<file path="config.mk">
export PLATFORM = sky130hd
export DESIGN_NAME = pce_video_top
export DESIGN_NICKNAME = d
export VERILOG_FILES = /design/src/common/pce_video_pkg.sv /design/src/logic/settings_regs.sv /design/src/video/line_tracker.sv /design/src/video/mode_detect.sv /design/src/video/video_framer.sv /design/src/logic/pce_video_top.sv
export VERILOG_INCLUDE_DIRS = /design/src /design/src/common
export SDC_FILE = /design/constraint.sdc
export NUM_CORES = 1
export LEC_CHECK = 0
export BUFFER_PORTS_ARGS = -buffer_cell sky130_fd_sc_hd__buf_4
export CORE_AREA = 3 3 93 95
export DETAILED_ROUTE_END_ITERATION = 8
export DIE_AREA = 0 0 96 98
export GPL_TIMING_DRIVEN = 0
export PLACE_DENSITY_LB_ADDON = 0.08
export SLEW_MARGIN = 0
export SYNTH_ARGS = -nofsm -noshare
export SYNTH_HDL_FRONTEND = slang
export SYNTH_SLANG_ARGS = --single-unit
</file>
<file path="constraint.sdc">
create_clock -name clk_74a -period 2.6 [get_ports clk_74a]
set_input_delay 0.52 -clock clk_74a [delete_from_list [all_inputs] [get_ports clk_74a]]
set_output_delay 0.52 -clock clk_74a [all_outputs]
set_load 0.05 [all_outputs]
</file>
<file path="src/common/pce_video_defines.svh">
// Constants for the video expander and the bridge settings block.
// Include wherever a count, delay, threshold or bridge address is needed.

`ifndef PCE_VIDEO_DEFINES_SVH
`define PCE_VIDEO_DEFINES_SVH

// core reset hold after a reset command, kept short for simulation
`define PCE_RESET_DELAY_CYCLES 64

// expected line width per dot mode
`define PCE_LINE_WIDTH_NARROW 352
`define PCE_LINE_WIDTH_WIDE 512

// expected lines per frame
`define PCE_LINE_COUNT_FULL 240
`define PCE_LINE_COUNT_OVERSCAN 224

// border and hsync timing
`define PCE_BORDER_HOLD 4
`define PCE_HS_DELAY 6
`define PCE_BORDER_PIXEL_LIMIT 24
`define PCE_BORDER_CYCLE_LIMIT 160

// widest-line thresholds for slot classification
`define PCE_SLOT_THRESH_WIDE 380
`define PCE_SLOT_THRESH_352 330
`define PCE_SLOT_THRESH_320 280

// bridge setting addresses
`define PCE_SETTING_ADDR_RESET 32'h0000_0050
`define PCE_SETTING_ADDR_OVERSCAN 32'h0000_0200

`endif

</file>
<file path="src/common/pce_video_pkg.sv">
// Shared types for the video expander.
// Referenced by scoped name from the top level and the video blocks.

package pce_video_pkg;

  // line mode reported to the scaler in the slot word
  typedef enum logic [1:0] {
    slot_256 = 2'd0,
    slot_320 = 2'd1,
    slot_352 = 2'd2
  } video_slot_e;

  // dot clock divider code from the video source
  typedef enum logic [1:0] {
    dot_256 = 2'd0,
    dot_352 = 2'd1,
    dot_512 = 2'd2
  } dot_mode_e;

  // pixels or cycles within one line
  typedef logic [9:0] pixel_count_t;

  // lines within one frame
  typedef logic [8:0] line_count_t;

  // packed colour, red in the top byte
  typedef logic [23:0] rgb_t;

endpackage

</file>
<file path="src/logic/settings_regs.sv">
// Bridge settings block.
// Decodes single-cycle bridge writes into the overscan setting and a
// reset command, and holds core_reset high while the reset delay runs.

`timescale 1ns/1ps

`include "pce_video_defines.svh"

module settings_regs (
  input  logic        clk_74a,
  input  logic        pll_core_locked,
  input  logic        bridge_wr,
  input  logic [31:0] bridge_addr,
  input  logic [31:0] bridge_wr_data,
  output logic        overscan_enable,
  output logic        core_reset
);

  localparam int delay_bits = $clog2(`PCE_RESET_DELAY_CYCLES + 1);

  typedef enum logic [1:0] {
    cmd_none,
    cmd_reset,
    cmd_overscan
  } setting_addr_e;

  setting_addr_e         cmd;
  logic [delay_bits-1:0] reset_delay;

  // address decode, only while the write strobe is up
  always_comb begin
    cmd = cmd_none;
    if (bridge_wr) begin
      case (bridge_addr)
        `PCE_SETTING_ADDR_RESET:    cmd = cmd_reset;
        `PCE_SETTING_ADDR_OVERSCAN: cmd = cmd_overscan;
        default:                    cmd = cmd_none;
      endcase
    end
  end

  always_ff @(posedge clk_74a or negedge pll_core_locked) begin
    if (!pll_core_locked) begin
      overscan_enable <= 1'b0;
      reset_delay     <= '0;
    end else begin
      if (cmd == cmd_overscan) begin
        overscan_enable <= bridge_wr_data[0];
      end
      // a new command restarts the count
      if (cmd == cmd_reset) begin
        reset_delay <= delay_bits'(`PCE_RESET_DELAY_CYCLES);
      end else if (reset_delay != '0) begin
        reset_delay <= reset_delay - 1'b1;
      end
    end
  end

  assign core_reset = reset_delay != '0;

endmodule

</file>
<file path="src/video/line_tracker.sv">
// Line and frame position tracking for the source video.
// Counts pixels, cycles and lines from the source sync edges, stretches
// the border input and times the delayed hsync pulse.

`timescale 1ns/1ps

`include "pce_video_defines.svh"

module line_tracker (
  input  logic                        clk_74a,
  input  logic                        pll_core_locked,
  input  logic                        src_hblank,
  input  logic                        src_vblank,
  input  logic                        src_hsync,
  input  logic                        src_vsync,
  input  logic                        src_border,
  output pce_video_pkg::pixel_count_t pixel_count,
  output pce_video_pkg::pixel_count_t pixel_cycle_count,
  output pce_video_pkg::line_count_t  line_count,
  output logic                        line_started,
  output logic                        frame_started,
  output logic                        border_active,
  output logic                        hs_pulse
);

  localparam int border_bits = $clog2(`PCE_BORDER_HOLD + 1);
  localparam int hs_bits     = $clog2(`PCE_HS_DELAY + 1);

  logic                   hs_prev;
  logic                   vs_prev;
  logic                   hs_rise;
  logic                   vs_fall;
  logic                   src_de;
  logic [border_bits-1:0] border_cnt;
  logic [hs_bits-1:0]     hs_cnt;

  assign hs_rise       = src_hsync & ~hs_prev;
  assign vs_fall       = ~src_vsync & vs_prev;
  assign border_active = border_cnt != '0;
  assign src_de        = ~src_hblank & ~src_vblank & ~border_active;
  assign hs_pulse      = hs_cnt == hs_bits'(1);

  ////////////////////////////////////////////////////////////
  // sync history, border hold and hsync delay

  always_ff @(posedge clk_74a or negedge pll_core_locked) begin
    if (!pll_core_locked) begin
      hs_prev    <= 1'b0;
      vs_prev    <= 1'b0;
      border_cnt <= '0;
      hs_cnt     <= '0;
    end else begin
      hs_prev <= src_hsync;
      vs_prev <= src_vsync;
      // border falls a few pixels early at the source
      if (src_border) begin
        border_cnt <= border_bits'(`PCE_BORDER_HOLD);
      end else if (border_active) begin
        border_cnt <= border_cnt - 1'b1;
      end
      // rise cycle itself is the first step of the delay
      if (hs_rise) begin
        hs_cnt <= hs_bits'(`PCE_HS_DELAY - 1);
      end else if (hs_cnt != '0) begin
        hs_cnt <= hs_cnt - 1'b1;
      end
    end
  end

  ////////////////////////////////////////////////////////////
  // pixel and line counters

  always_ff @(posedge clk_74a or negedge pll_core_locked) begin
    if (!pll_core_locked) begin
      pixel_count       <= '0;
      pixel_cycle_count <= '0;
      line_count        <= '0;
      line_started      <= 1'b0;
      frame_started     <= 1'b0;
    end else begin
      // raw cycles since hsync, drawn or not
      if (pixel_cycle_count != '1) begin
        pixel_cycle_count <= pixel_cycle_count + 1'b1;
      end
      if (hs_rise) begin
        pixel_count       <= '0;
        pixel_cycle_count <= '0;
        line_started      <= 1'b0;
      end else if (src_de || line_started) begin
        if (pixel_count != '1) begin
          pixel_count <= pixel_count + 1'b1;
        end
        line_started <= 1'b1;
      end
      if (vs_fall) begin
        line_count <= '0;
      end else if (hs_rise && frame_started) begin
        line_count <= line_count + 1'b1;
      end
      if (vs_fall) begin
        frame_started <= 1'b0;
      end else if (!hs_rise && src_de) begin
        frame_started <= 1'b1;
      end
    end
  end

endmodule

</file>
<file path="src/video/mode_detect.sv">
// Video mode detection.
// Measures the widest unblanked line of each frame and classifies it
// into the slot reported to the scaler at the next vsync fall.

`timescale 1ns/1ps

`include "pce_video_defines.svh"

module mode_detect (
  input  logic                       clk_74a,
  input  logic                       pll_core_locked,
  input  logic                       src_hblank,
  input  logic                       src_vblank,
  input  logic                       src_hsync,
  input  logic                       src_vsync,
  output pce_video_pkg::video_slot_e video_slot
);

  logic                        hs_prev;
  logic                        vs_prev;
  pce_video_pkg::pixel_count_t line_cnt;
  pce_video_pkg::pixel_count_t line_max;
  pce_video_pkg::video_slot_e  slot_next;

  // widest line against the thresholds, widest modes fold into 256
  always_comb begin
    if (line_max > `PCE_SLOT_THRESH_WIDE) begin
      slot_next = pce_video_pkg::slot_256;
    end else if (line_max > `PCE_SLOT_THRESH_352) begin
      slot_next = pce_video_pkg::slot_352;
    end else if (line_max > `PCE_SLOT_THRESH_320) begin
      slot_next = pce_video_pkg::slot_320;
    end else begin
      slot_next = pce_video_pkg::slot_256;
    end
  end

  always_ff @(posedge clk_74a or negedge pll_core_locked) begin
    if (!pll_core_locked) begin
      hs_prev    <= 1'b0;
      vs_prev    <= 1'b0;
      line_cnt   <= '0;
      line_max   <= '0;
      video_slot <= pce_video_pkg::slot_256;
    end else begin
      hs_prev <= src_hsync;
      vs_prev <= src_vsync;
      if (src_hsync && !hs_prev) begin
        line_cnt <= '0;
      end else if (!src_hblank && !src_vblank && line_cnt != '1) begin
        line_cnt <= line_cnt + 1'b1;
      end
      // frame end wins over a line end in the same cycle
      if (!src_vsync && vs_prev) begin
        video_slot <= slot_next;
        line_max   <= '0;
      end else if (src_hsync && !hs_prev && line_cnt > line_max) begin
        line_max <= line_cnt;
      end
    end
  end

endmodule

</file>
<file path="src/video/video_framer.sv">
// Scaler-facing video outputs.
// Pads data-enable out to the expected line width and line count, passes
// source colour through, and places the slot word after each line.

`timescale 1ns/1ps

`include "pce_video_defines.svh"

module video_framer (
  input  logic                        clk_74a,
  input  logic                        pll_core_locked,
  input  logic                        src_hblank,
  input  logic                        src_vblank,
  input  logic                        src_vsync,
  input  pce_video_pkg::rgb_t         src_rgb,
  input  pce_video_pkg::dot_mode_e    src_dot_mode,
  input  logic                        overscan_enable,
  input  pce_video_pkg::pixel_count_t pixel_count,
  input  pce_video_pkg::pixel_count_t pixel_cycle_count,
  input  pce_video_pkg::line_count_t  line_count,
  input  logic                        line_started,
  input  logic                        frame_started,
  input  logic                        border_active,
  input  logic                        hs_pulse,
  input  pce_video_pkg::video_slot_e  video_slot,
  output pce_video_pkg::rgb_t         video_rgb,
  output logic                        video_de,
  output logic                        video_hs,
  output logic                        video_vs
);

  pce_video_pkg::pixel_count_t expected_width;
  pce_video_pkg::line_count_t  expected_lines;
  pce_video_pkg::rgb_t         slot_word;
  logic                        src_de;
  logic                        pad_hblank;
  logic                        pad_vblank;
  logic                        pad_border;
  logic                        vs_prev;
  logic                        de_prev;

  // 256 is pixel doubled, so it shares the 512 width
  assign expected_width = (src_dot_mode == pce_video_pkg::dot_352) ?
                          pce_video_pkg::pixel_count_t'(`PCE_LINE_WIDTH_NARROW) :
                          pce_video_pkg::pixel_count_t'(`PCE_LINE_WIDTH_WIDE);
  assign expected_lines = overscan_enable ?
                          pce_video_pkg::line_count_t'(`PCE_LINE_COUNT_OVERSCAN) :
                          pce_video_pkg::line_count_t'(`PCE_LINE_COUNT_FULL);

  assign src_de     = ~src_hblank & ~src_vblank & ~border_active;
  // blanks only take effect once the line or frame is long enough
  assign pad_hblank = src_hblank & ~(line_started & (pixel_count < expected_width));
  assign pad_vblank = (src_vblank & ~(frame_started & (line_count < `PCE_LINE_COUNT_FULL)))
                    | src_vsync;
  assign pad_border = border_active & (pixel_count < `PCE_BORDER_PIXEL_LIMIT)
                    & (pixel_cycle_count < `PCE_BORDER_CYCLE_LIMIT);

  assign video_de = src_de | (~pad_hblank & ~pad_vblank & ~pad_border
                    & (pixel_count < expected_width) & (line_count < expected_lines));

  // end of line word for the scaler
  assign slot_word = {8'h00, video_slot, overscan_enable, 13'h0000};

  always_comb begin
    if (src_de) begin
      video_rgb = src_rgb;
    end else if (de_prev && !video_de) begin
      video_rgb = slot_word;
    end else begin
      video_rgb = '0;
    end
  end

  assign video_vs = src_vsync & ~vs_prev;
  assign video_hs = hs_pulse;

  always_ff @(posedge clk_74a or negedge pll_core_locked) begin
    if (!pll_core_locked) begin
      vs_prev <= 1'b0;
      de_prev <= 1'b0;
    end else begin
      vs_prev <= src_vsync;
      de_prev <= video_de;
    end
  end

endmodule

</file>
<file path="src/logic/pce_video_top.sv">
// Top level of the video expander.
// Connects the bridge settings block to the line tracker, mode detector
// and framer that turn raw source video into scaler-facing signals.

`timescale 1ns/1ps

module pce_video_top (
  input  logic                     clk_74a,
  input  logic                     pll_core_locked,
  input  logic                     bridge_wr,
  input  logic [31:0]              bridge_addr,
  input  logic [31:0]              bridge_wr_data,
  input  logic                     src_hblank,
  input  logic                     src_vblank,
  input  logic                     src_hsync,
  input  logic                     src_vsync,
  input  logic                     src_border,
  input  pce_video_pkg::rgb_t      src_rgb,
  input  pce_video_pkg::dot_mode_e src_dot_mode,
  output logic                     core_reset,
  output pce_video_pkg::rgb_t      video_rgb,
  output logic                     video_de,
  output logic                     video_hs,
  output logic                     video_vs
);

  logic                        overscan_enable;
  pce_video_pkg::pixel_count_t pixel_count;
  pce_video_pkg::pixel_count_t pixel_cycle_count;
  pce_video_pkg::line_count_t  line_count;
  logic                        line_started;
  logic                        frame_started;
  logic                        border_active;
  logic                        hs_pulse;
  pce_video_pkg::video_slot_e  video_slot;

  ////////////////////////////////////////////////////////////
  // bridge settings

  settings_regs settings_regs_inst (
    .clk_74a        (clk_74a),
    .pll_core_locked(pll_core_locked),
    .bridge_wr      (bridge_wr),
    .bridge_addr    (bridge_addr),
    .bridge_wr_data (bridge_wr_data),
    .overscan_enable(overscan_enable),
    .core_reset     (core_reset)
  );

  ////////////////////////////////////////////////////////////
  // video path

  line_tracker line_tracker_inst (
    .clk_74a          (clk_74a),
    .pll_core_locked  (pll_core_locked),
    .src_hblank       (src_hblank),
    .src_vblank       (src_vblank),
    .src_hsync        (src_hsync),
    .src_vsync        (src_vsync),
    .src_border       (src_border),
    .pixel_count      (pixel_count),
    .pixel_cycle_count(pixel_cycle_count),
    .line_count       (line_count),
    .line_started     (line_started),
    .frame_started    (frame_started),
    .border_active    (border_active),
    .hs_pulse         (hs_pulse)
  );

  mode_detect mode_detect_inst (
    .clk_74a        (clk_74a),
    .pll_core_locked(pll_core_locked),
    .src_hblank     (src_hblank),
    .src_vblank     (src_vblank),
    .src_hsync      (src_hsync),
    .src_vsync      (src_vsync),
    .video_slot     (video_slot)
  );

  video_framer video_framer_inst (
    .clk_74a          (clk_74a),
    .pll_core_locked  (pll_core_locked),
    .src_hblank       (src_hblank),
    .src_vblank       (src_vblank),
    .src_vsync        (src_vsync),
    .src_rgb          (src_rgb),
    .src_dot_mode     (src_dot_mode),
    .overscan_enable  (overscan_enable),
    .pixel_count      (pixel_count),
    .pixel_cycle_count(pixel_cycle_count),
    .line_count       (line_count),
    .line_started     (line_started),
    .frame_started    (frame_started),
    .border_active    (border_active),
    .hs_pulse         (hs_pulse),
    .video_slot       (video_slot),
    .video_rgb        (video_rgb),
    .video_de         (video_de),
    .video_hs         (video_hs),
    .video_vs         (video_vs)
  );

endmodule

</file>
==> results.sh, run 1 <==
export IMPL_grt_pass1_vias=3365
export IMPL_p_int_w=0.00202
export IMPL_drt_iter0_markers=148
export IMPL_ys_types=58
export IMPL_skew_ps=6.69
export IMPL_cpMaxStageDelayCell="a2111oi_4"
export IMPL_synthMuxAreaShare=0.0319
export IMPL_place_area_um2=4980
export IMPL_clockBufferDepth=2
export IMPL_status="complete, but fails checks"
export IMPL_io_buffers=94
export IMPL_syn_area_um2=4120
export IMPL_track_usage=0.206
export IMPL_yosysTopAreaCell="dfrtp_1"
export IMPL_rr_endpoint="line_tracker_inst.pixel_count[7]$_DFFE_PN0P_"
export IMPL_cts_tree="built"
export IMPL_die_h_um=98
export IMPL_reg2reg_depth=9
export IMPL_slew_violations=0
export IMPL_hold_violations=0
export IMPL_power_frac_clock=0.290
export IMPL_synth_seq_cells=70
export IMPL_yosys_area_share_adder=0.0669
export IMPL_wl_per_cell_um=14.7
export IMPL_netSwitchingFraction=0.323
export IMPL_clock_fmax_mhz=377
export IMPL_setup_slack_ps=-55.2
export IMPL_met2_length_um=4470
export IMPL_cts_made_buffers=9
export IMPL_row_count=32
export IMPL_rsz0062_at_grt="yes"
export IMPL_synth_top_cell_area_share=0.426
export IMPL_yosysWarningCount=0
export IMPL_critPathLaunchType="input pin"
export IMPL_synth_common_cells="dfrtp_1, nor2_1, nand2_1"
export IMPL_top_layer="met4"
export IMPL_synth_edf_count=0
export IMPL_vias_per_cell=5.42
export IMPL_path_max_fanout=3
export IMPL_drcViolationCount=0
export IMPL_fin_util=0.677
export IMPL_reg2reg_from="line_tracker_inst.border_cnt[0]$_DFFE_PN0P_"
export IMPL_io_pins=126
export IMPL_vias=3564
export IMPL_wl_um=9670
export IMPL_layout_min_cycle_time_ps=2660
export IMPL_drive_gt1_frac=0.265
export IMPL_max_slew_margin=0.419
export IMPL_synth_most_common_cell="dfrtp_1"
export IMPL_seqPwrFrac=0.443
export IMPL_crit_path_end_kind="primary output"
export IMPL_crit_start="src_dot_mode[1]"
export IMPL_min_path_type="input pin to asynchronous set/reset pin"
export IMPL_synth_top_family_by_area="simple AND/OR/NAND/NOR gates"
export IMPL_placedCellCount=637
export IMPL_synth_xor_xnor_area_share=0.0681
export IMPL_detail_route_first_pass_iterations=4
export IMPL_worst_pin_slew_ps=871
export IMPL_htree_levels=3
export IMPL_critical_path_depth=9
export IMPL_core_area_um2=7810
export IMPL_instances_no_fill=657
export IMPL_critPathRequiredTime_ps=2080
export IMPL_postSynthCellCount=441
export IMPL_ys_top_cells_by_area="dfrtp_1, ha_1, xor2_1, nor2_1, nand2_1"
export IMPL_worstSetupPathType="input pin to primary output"
export IMPL_clock_tree_root_cell="clkbuf_8"
export IMPL_p_switching_w=0.000962
export IMPL_dpl_hpwl_um=6990
export IMPL_p_leak_nw=2.47
export IMPL_clk_latency_ps=340
export IMPL_syn_nets=561
export IMPL_start_util=0.527
export IMPL_worst_path_largest_cell_delay_ps=290
export IMPL_async_reset_ff_frac=1.00
export IMPL_dieWidth_um=96
export IMPL_violations="negative setup slack"
export IMPL_yosys_area_share_simple=0.253
export IMPL_gp_congestion=0.813
export IMPL_p_per_area_nw_per_um2=564
export IMPL_max_cap_violations=0
export IMPL_clkTransAtPathRegs_ps=70
export IMPL_fin_nets=671
export IMPL_diodes=0
export IMPL_finalSetupViolCount=3
export IMPL_synth_ff_type="dfrtp_1"
export IMPL_peakVddDrop_v=0.000370
export IMPL_synth_compound_area_frac=0.121
export IMPL_grt_overflow=0
export IMPL_crit_family="compound AO/OA/AOI/OAI gates"
export IMPL_final_area_um2=5280
export IMPL_cp_endpoint="video_rgb[15]"
export IMPL_grt_pass1_wl_um=15500
export IMPL_crit_chain="buf_6 -> nand2b_4 -> ha_4 -> a2111oi_4 -> nor2_1 -> o22a_2 -> o21ai_4 -> o21ai_2 -> buf_6"
export IMPL_period_share=1.02
export IMPL_seq_area_frac_synth=0.426
export IMPL_die_area_um2=9410
export IMPL_clock_sinks=70
export IMPL_cp_num_buf_inv=2
export IMPL_grt_start_max_net_pins=71
export IMPL_power_frac_comb=0.266
export IMPL_antenna_found_initial=0
export IMPL_wl_met3_um=696
export IMPL_met1_length_um=4380
export IMPL_area_delta_synth_final_pct=28.4
export IMPL_nFillCells=614
export IMPL_crit_top_cell="buf_6"
export IMPL_syn_avg_cell_area_um2=9.33
export IMPL_holdWs_ps=296
export IMPL_drtAntennaViolNets=0
export IMPL_cp_arrival_ps=2140
export IMPL_r2r_slack_ps=520
## placed cells by master, fill, tap and decap left out, types with 3 or more instances in the layout
cell	count
a211oi_1	5
a21oi_1	18
a31oi_1	4
and2_1	26
and3_1	7
and4_1	3
buf_2	5
buf_4	94
buf_6	5
clkbuf_1	8
clkbuf_8	10
dfrtp_1	69
ha_1	20
inv_1	22
mux2i_1	12
nand2_1	44
nand2b_1	4
nand3_1	15
nand4_1	10
nor2_1	53
nor2b_1	5
nor3_1	3
nor4_1	7
o211ai_1	3
o21ai_0	10
o21ai_2	3
or2_2	3
xnor2_1	8
xor2_1	24
## state kept, by name, indices dropped and copies added, names as in the netlist
register	flops
line_tracker_inst.pixel_count	10
line_tracker_inst.pixel_cycle_count	10
mode_detect_inst.line_cnt	10
mode_detect_inst.line_max	10
line_tracker_inst.line_count	9
settings_regs_inst.reset_delay	7
line_tracker_inst.border_cnt	3
line_tracker_inst.hs_cnt	3
mode_detect_inst.video_slot	2
line_tracker_inst.frame_started	1
line_tracker_inst.line_started	1
mode_detect_inst.hs_prev	1
settings_regs_inst.overscan_enable	1
video_framer_inst.de_prev	1
video_framer_inst.vs_prev	1
## per-layer routing
layer,GRT usage,vias to the layer above
met4,0.0667,0
met2,0.327,92
met5,0,-
li1,-,1765
met1,0.281,1695
met3,0.0424,12
## power by group through the flow
stage          sequential [W]  combinational (W)  clock [W]
2_1_floorplan         0.00131           0.000519          0
3_3_place_gp          0.00133           0.000731          0
3_5_place_dp          0.00134           0.000763          0
4_1_cts               0.00132           0.000778   0.000881
5_1_grt               0.00134           0.000889   0.000930
6_report              0.00132           0.000793   0.000864
## logic make-up (layout without fill, tap and decap cells)
logic type               Yosys count  in the layout
AND/OR/NAND/NOR                  197            197
AO/OA/AOI/OAI                     72             72
multiplexers                      13             13
XOR/XNOR                          32             32
flip-flops                        70             70
adder cells (fa/ha/maj)           22             22
buffers and inverters             35            149
## through the flow
stage | power, W | worst slack [ps] | setup TNS (ps)
floorplan | 0.00183 | -34.1 | -101
global placement | 0.00206 | -352 | -1120
detailed placement | 0.00210 | -362 | -1150
CTS | 0.00298 | -41.8 | -49.5
global route | 0.00316 | -123 | -356
finish | 0.00298 | -55.2 | -91.8
## worst register-to-register path, stage by stage (launching register included)
cell	delay (ps)
dfrtp_1	400
inv_1	80
ha_2	230
nor4b_4	260
buf_4	160
buf_4	110
o2111ai_2	180
a21oi_2	240
a21oi_1	100
a31o_2	210
## timing repair
item	4_1_cts	5_1_grt
buffers inserted	4	1
gates resized for setup	13	7
pin swaps	7	1
endpoints found under the setup margin	20	21
hold buffers	0	0
## worst min path at each step
| stage | to | cells after the start | startpoint |
|---|---|---|---|
| after detailed placement | line_tracker_inst.hs_cnt[2]$_DFFE_PN0P_ | 1 | line_tracker_inst.hs_cnt[2]$_DFFE_PN0P_ |
| after CTS | mode_detect_inst.hs_prev$_DFF_PN0_ | 1 | src_hsync |
| after global placement | line_tracker_inst.pixel_cycle_count[8]$_DFFE_PN0P_ | 1 | line_tracker_inst.pixel_cycle_count[8]$_DFFE_PN0P_ |
| after floorplan | line_tracker_inst.border_cnt[0]$_DFFE_PN0P_ | 0 | pll_core_locked |
| final | line_tracker_inst.pixel_count[0]$_DFFE_PN0P_ | 1 | pll_core_locked |
| after global routing | mode_detect_inst.hs_prev$_DFF_PN0_ | 1 | src_hsync |
## final cells by class
| class | instances | area [µm²] | area share |
|---|---|---|---|
| plain buffers | 13 | 58.8 | 0.0111 |
| clock buffers | 11 | 141 | 0.0268 |
| clock inverters | 4 | 47.5 | 0.00900 |
| inverters | 22 | 82.6 | 0.0156 |
| multi-input cells | 336 | 2310 | 0.437 |
| flip-flops and latches | 70 | 1750 | 0.332 |
| well taps | 102 | 128 | 0.0242 |
| repair buffers | 99 | 762 | 0.144 |
(Power assumes the default switching activity.)
==> inputs of run 2 (changes only) <==
--- a/config.mk
+++ b/config.mk
@@ -6,10 +6,10 @@
 export SDC_FILE = /design/constraint.sdc
 export NUM_CORES = 1
 export LEC_CHECK = 0
-export BUFFER_PORTS_ARGS = -buffer_cell sky130_fd_sc_hd__buf_4
-export CORE_AREA = 3 3 93 95
+export CORE_AREA = 3 3 91 93
 export DETAILED_ROUTE_END_ITERATION = 8
-export DIE_AREA = 0 0 96 98
+export DIE_AREA = 0 0 94 96
+export DONT_BUFFER_PORTS = 1
 export GPL_TIMING_DRIVEN = 0
 export PLACE_DENSITY_LB_ADDON = 0.08
 export SLEW_MARGIN = 0
==> run 2 against run 1 <==
  * Maximum frequency up 1.0%
  * Power down 3.9%
  * The run still ends with negative setup slack left
  * Design area down 13%
==> results.sh, run 2 (synthesis gave the netlist of run 1 again) <==
export IMPL_grt_start_max_net_pins=71
export IMPL_track_usage=0.205
export IMPL_cp_arrival_ps=2110
export IMPL_finalSetupViolCount=3
export IMPL_vias=3266
export IMPL_critPathLaunchType="flip-flop"
export IMPL_io_buffers=0
export IMPL_htree_levels=3
export IMPL_reg2reg_from="line_tracker_inst.border_cnt[0]$_DFFE_PN0P_"
export IMPL_layout_commonest_cell="dfrtp_1"
export IMPL_antenna_found_initial=0
export IMPL_detail_route_first_pass_iterations=5
export IMPL_dieWidth_um=94
export IMPL_clkTransAtPathRegs_ps=80
export IMPL_p_switching_w=0.000938
export IMPL_clk_latency_ps=340
export IMPL_power_frac_clock=0.309
export IMPL_vias_per_cell=5.80
export IMPL_slew_violations=0
export IMPL_r2r_slack_ps=560
export IMPL_skew_ps=8.91
export IMPL_rr_endpoint="line_tracker_inst.pixel_count[7]$_DFFE_PN0P_"
export IMPL_status="complete, but fails checks"
export IMPL_path_max_fanout=3
export IMPL_nFillCells=661
export IMPL_drive_gt1_frac=0.158
export IMPL_rsz0062_at_grt="yes"
export IMPL_clock_fmax_mhz=380
export IMPL_fin_nets=576
export IMPL_critPathRequiredTime_ps=2080
export IMPL_drt_iter0_markers=123
export IMPL_row_count=32
export IMPL_grt_pass1_vias=3127
export IMPL_grt_pass1_wl_um=14400
export IMPL_diodes=0
export IMPL_period_share=1.01
export IMPL_die_h_um=96
export IMPL_p_leak_nw=2.01
export IMPL_p_per_area_nw_per_um2=619
export IMPL_netSwitchingFraction=0.328
export IMPL_core_area_um2=7610
export IMPL_die_area_um2=9020
export IMPL_cts_made_buffers=9
export IMPL_violations="negative setup slack"
export IMPL_clock_sinks=70
export IMPL_drtAntennaViolNets=0
export IMPL_worstSetupPathType="flip-flop to primary output"
export IMPL_cts_tree="built"
export IMPL_setup_slack_ps=-28.8
export IMPL_max_slew_margin=0.370
export IMPL_fin_util=0.607
export IMPL_layout_min_cycle_time_ps=2630
export IMPL_reg2reg_depth=8
export IMPL_max_cap_violations=0
export IMPL_grt_overflow=0
export IMPL_start_util=0.541
export IMPL_most_common_layout_cells="dfrtp_1, nor2_1, nand2_1"
export IMPL_worst_pin_slew_ps=944
export IMPL_final_area_um2=4620
export IMPL_dpl_hpwl_um=6430
export IMPL_wl_um=8930
export IMPL_place_area_um2=4270
export IMPL_clock_tree_root_cell="clkbuf_8"
export IMPL_io_pins=126
export IMPL_area_delta_synth_final_pct=12.2
export IMPL_hold_violations=0
export IMPL_min_path_type="input pin to asynchronous set/reset pin"
export IMPL_drcViolationCount=0
export IMPL_clockBufferDepth=2
export IMPL_seqPwrFrac=0.460
export IMPL_wl_per_cell_um=15.9
export IMPL_power_frac_comb=0.230
export IMPL_peakVddDrop_v=0.000316
export IMPL_crit_path_end_kind="primary output"
export IMPL_p_int_w=0.00192
export IMPL_gp_congestion=0.842
## run 2: cell count changes in the layout (fill, tap and decap cells not counted), sizes merged
| cell | delta |
|---|---|
| clkinvlp | +1 |
| buf | -95 |
## run 2: metal layers
metal | GRT usage | vias up | wire, µm | part of all wire
met3 | 0.0305 | 15 | 472 | 0.053
met4 | 0.0806 | 0 | 159 | 0.018
met1 | 0.262 | 1561 | 3940 | 0.44
li1 | - | 1578 | - | -
met2 | 0.351 | 112 | 4360 | 0.49
met5 | 0 | - | 0 | 0
## run 2: worst max path at each step
stage | slack, ps | from | to | cells after the start
final | -30 | line_tracker_inst.pixel_count[6]$_DFFE_PN0P_ | video_rgb[14] | 6
after global placement | -170 | src_dot_mode[1] | video_rgb[14] | 7
after global routing | -110 | line_tracker_inst.pixel_count[6]$_DFFE_PN0P_ | video_rgb[15] | 6
after floorplan | -30 | src_dot_mode[1] | video_rgb[14] | 7
after detailed placement | -260 | src_dot_mode[1] | video_rgb[14] | 7
after CTS | -10 | line_tracker_inst.pixel_count[6]$_DFFE_PN0P_ | video_rgb[14] | 6
## run 2: power by group through the flow
stage | registers, W | clock network (W) | logic, W
global placement | 0.00133 | 0 | 0.000586
CTS | 0.00132 | 0.000905 | 0.000666
floorplan | 0.00131 | 0 | 0.000519
global route | 0.00134 | 0.000966 | 0.000735
detailed placement | 0.00134 | 0 | 0.000604
finish | 0.00132 | 0.000886 | 0.000659
## run 2: timing repair
action | in CTS | in global routing
gates resized for setup | 27 | 8
endpoints found under the hold margin | 70 | 0
hold buffers | 1 | 0
setup endpoints to repair | 20 | 20
pin swaps | 6 | 1
setup buffers | 3 | 0
## run 2: metrics by stage
stage	total power [W]	worst slack, ps	hold slack [ps]	setup TNS (ps)	cells
floorplan	0.00183	-34.1	224	-101	441
global placement	0.00192	-170	227	-542	543
detailed placement	0.00194	-261	226	-898	543
CTS	0.00289	-13.3	65.1	-37.2	563
global route	0.00304	-114	67.7	-348	563
finish	0.00286	-28.8	45.7	-81.4	563
## run 2: worst max-delay path, cell delays in order (launching register included)
cell and delay [ps]:
dfrtp_1 440, ha_4 250, a2111oi_4 270, nor2_1 60
o22a_2 290, o21ai_4 280, o21ai_4 180
## run 2: area by class of cell
| cell class | count | area, µm² | share of cell area |
|---|---|---|---|
| clock inverter | 5 | 58.8 | 0.0127 |
| tap | 102 | 128 | 0.0276 |
| buffer | 13 | 56.3 | 0.0122 |
| timing repair buffer | 4 | 50.0 | 0.0108 |
| inverter | 22 | 82.6 | 0.0179 |
| multi-input combinational | 336 | 2350 | 0.509 |
| clock buffer | 11 | 141 | 0.0306 |
| sequential | 70 | 1750 | 0.379 |
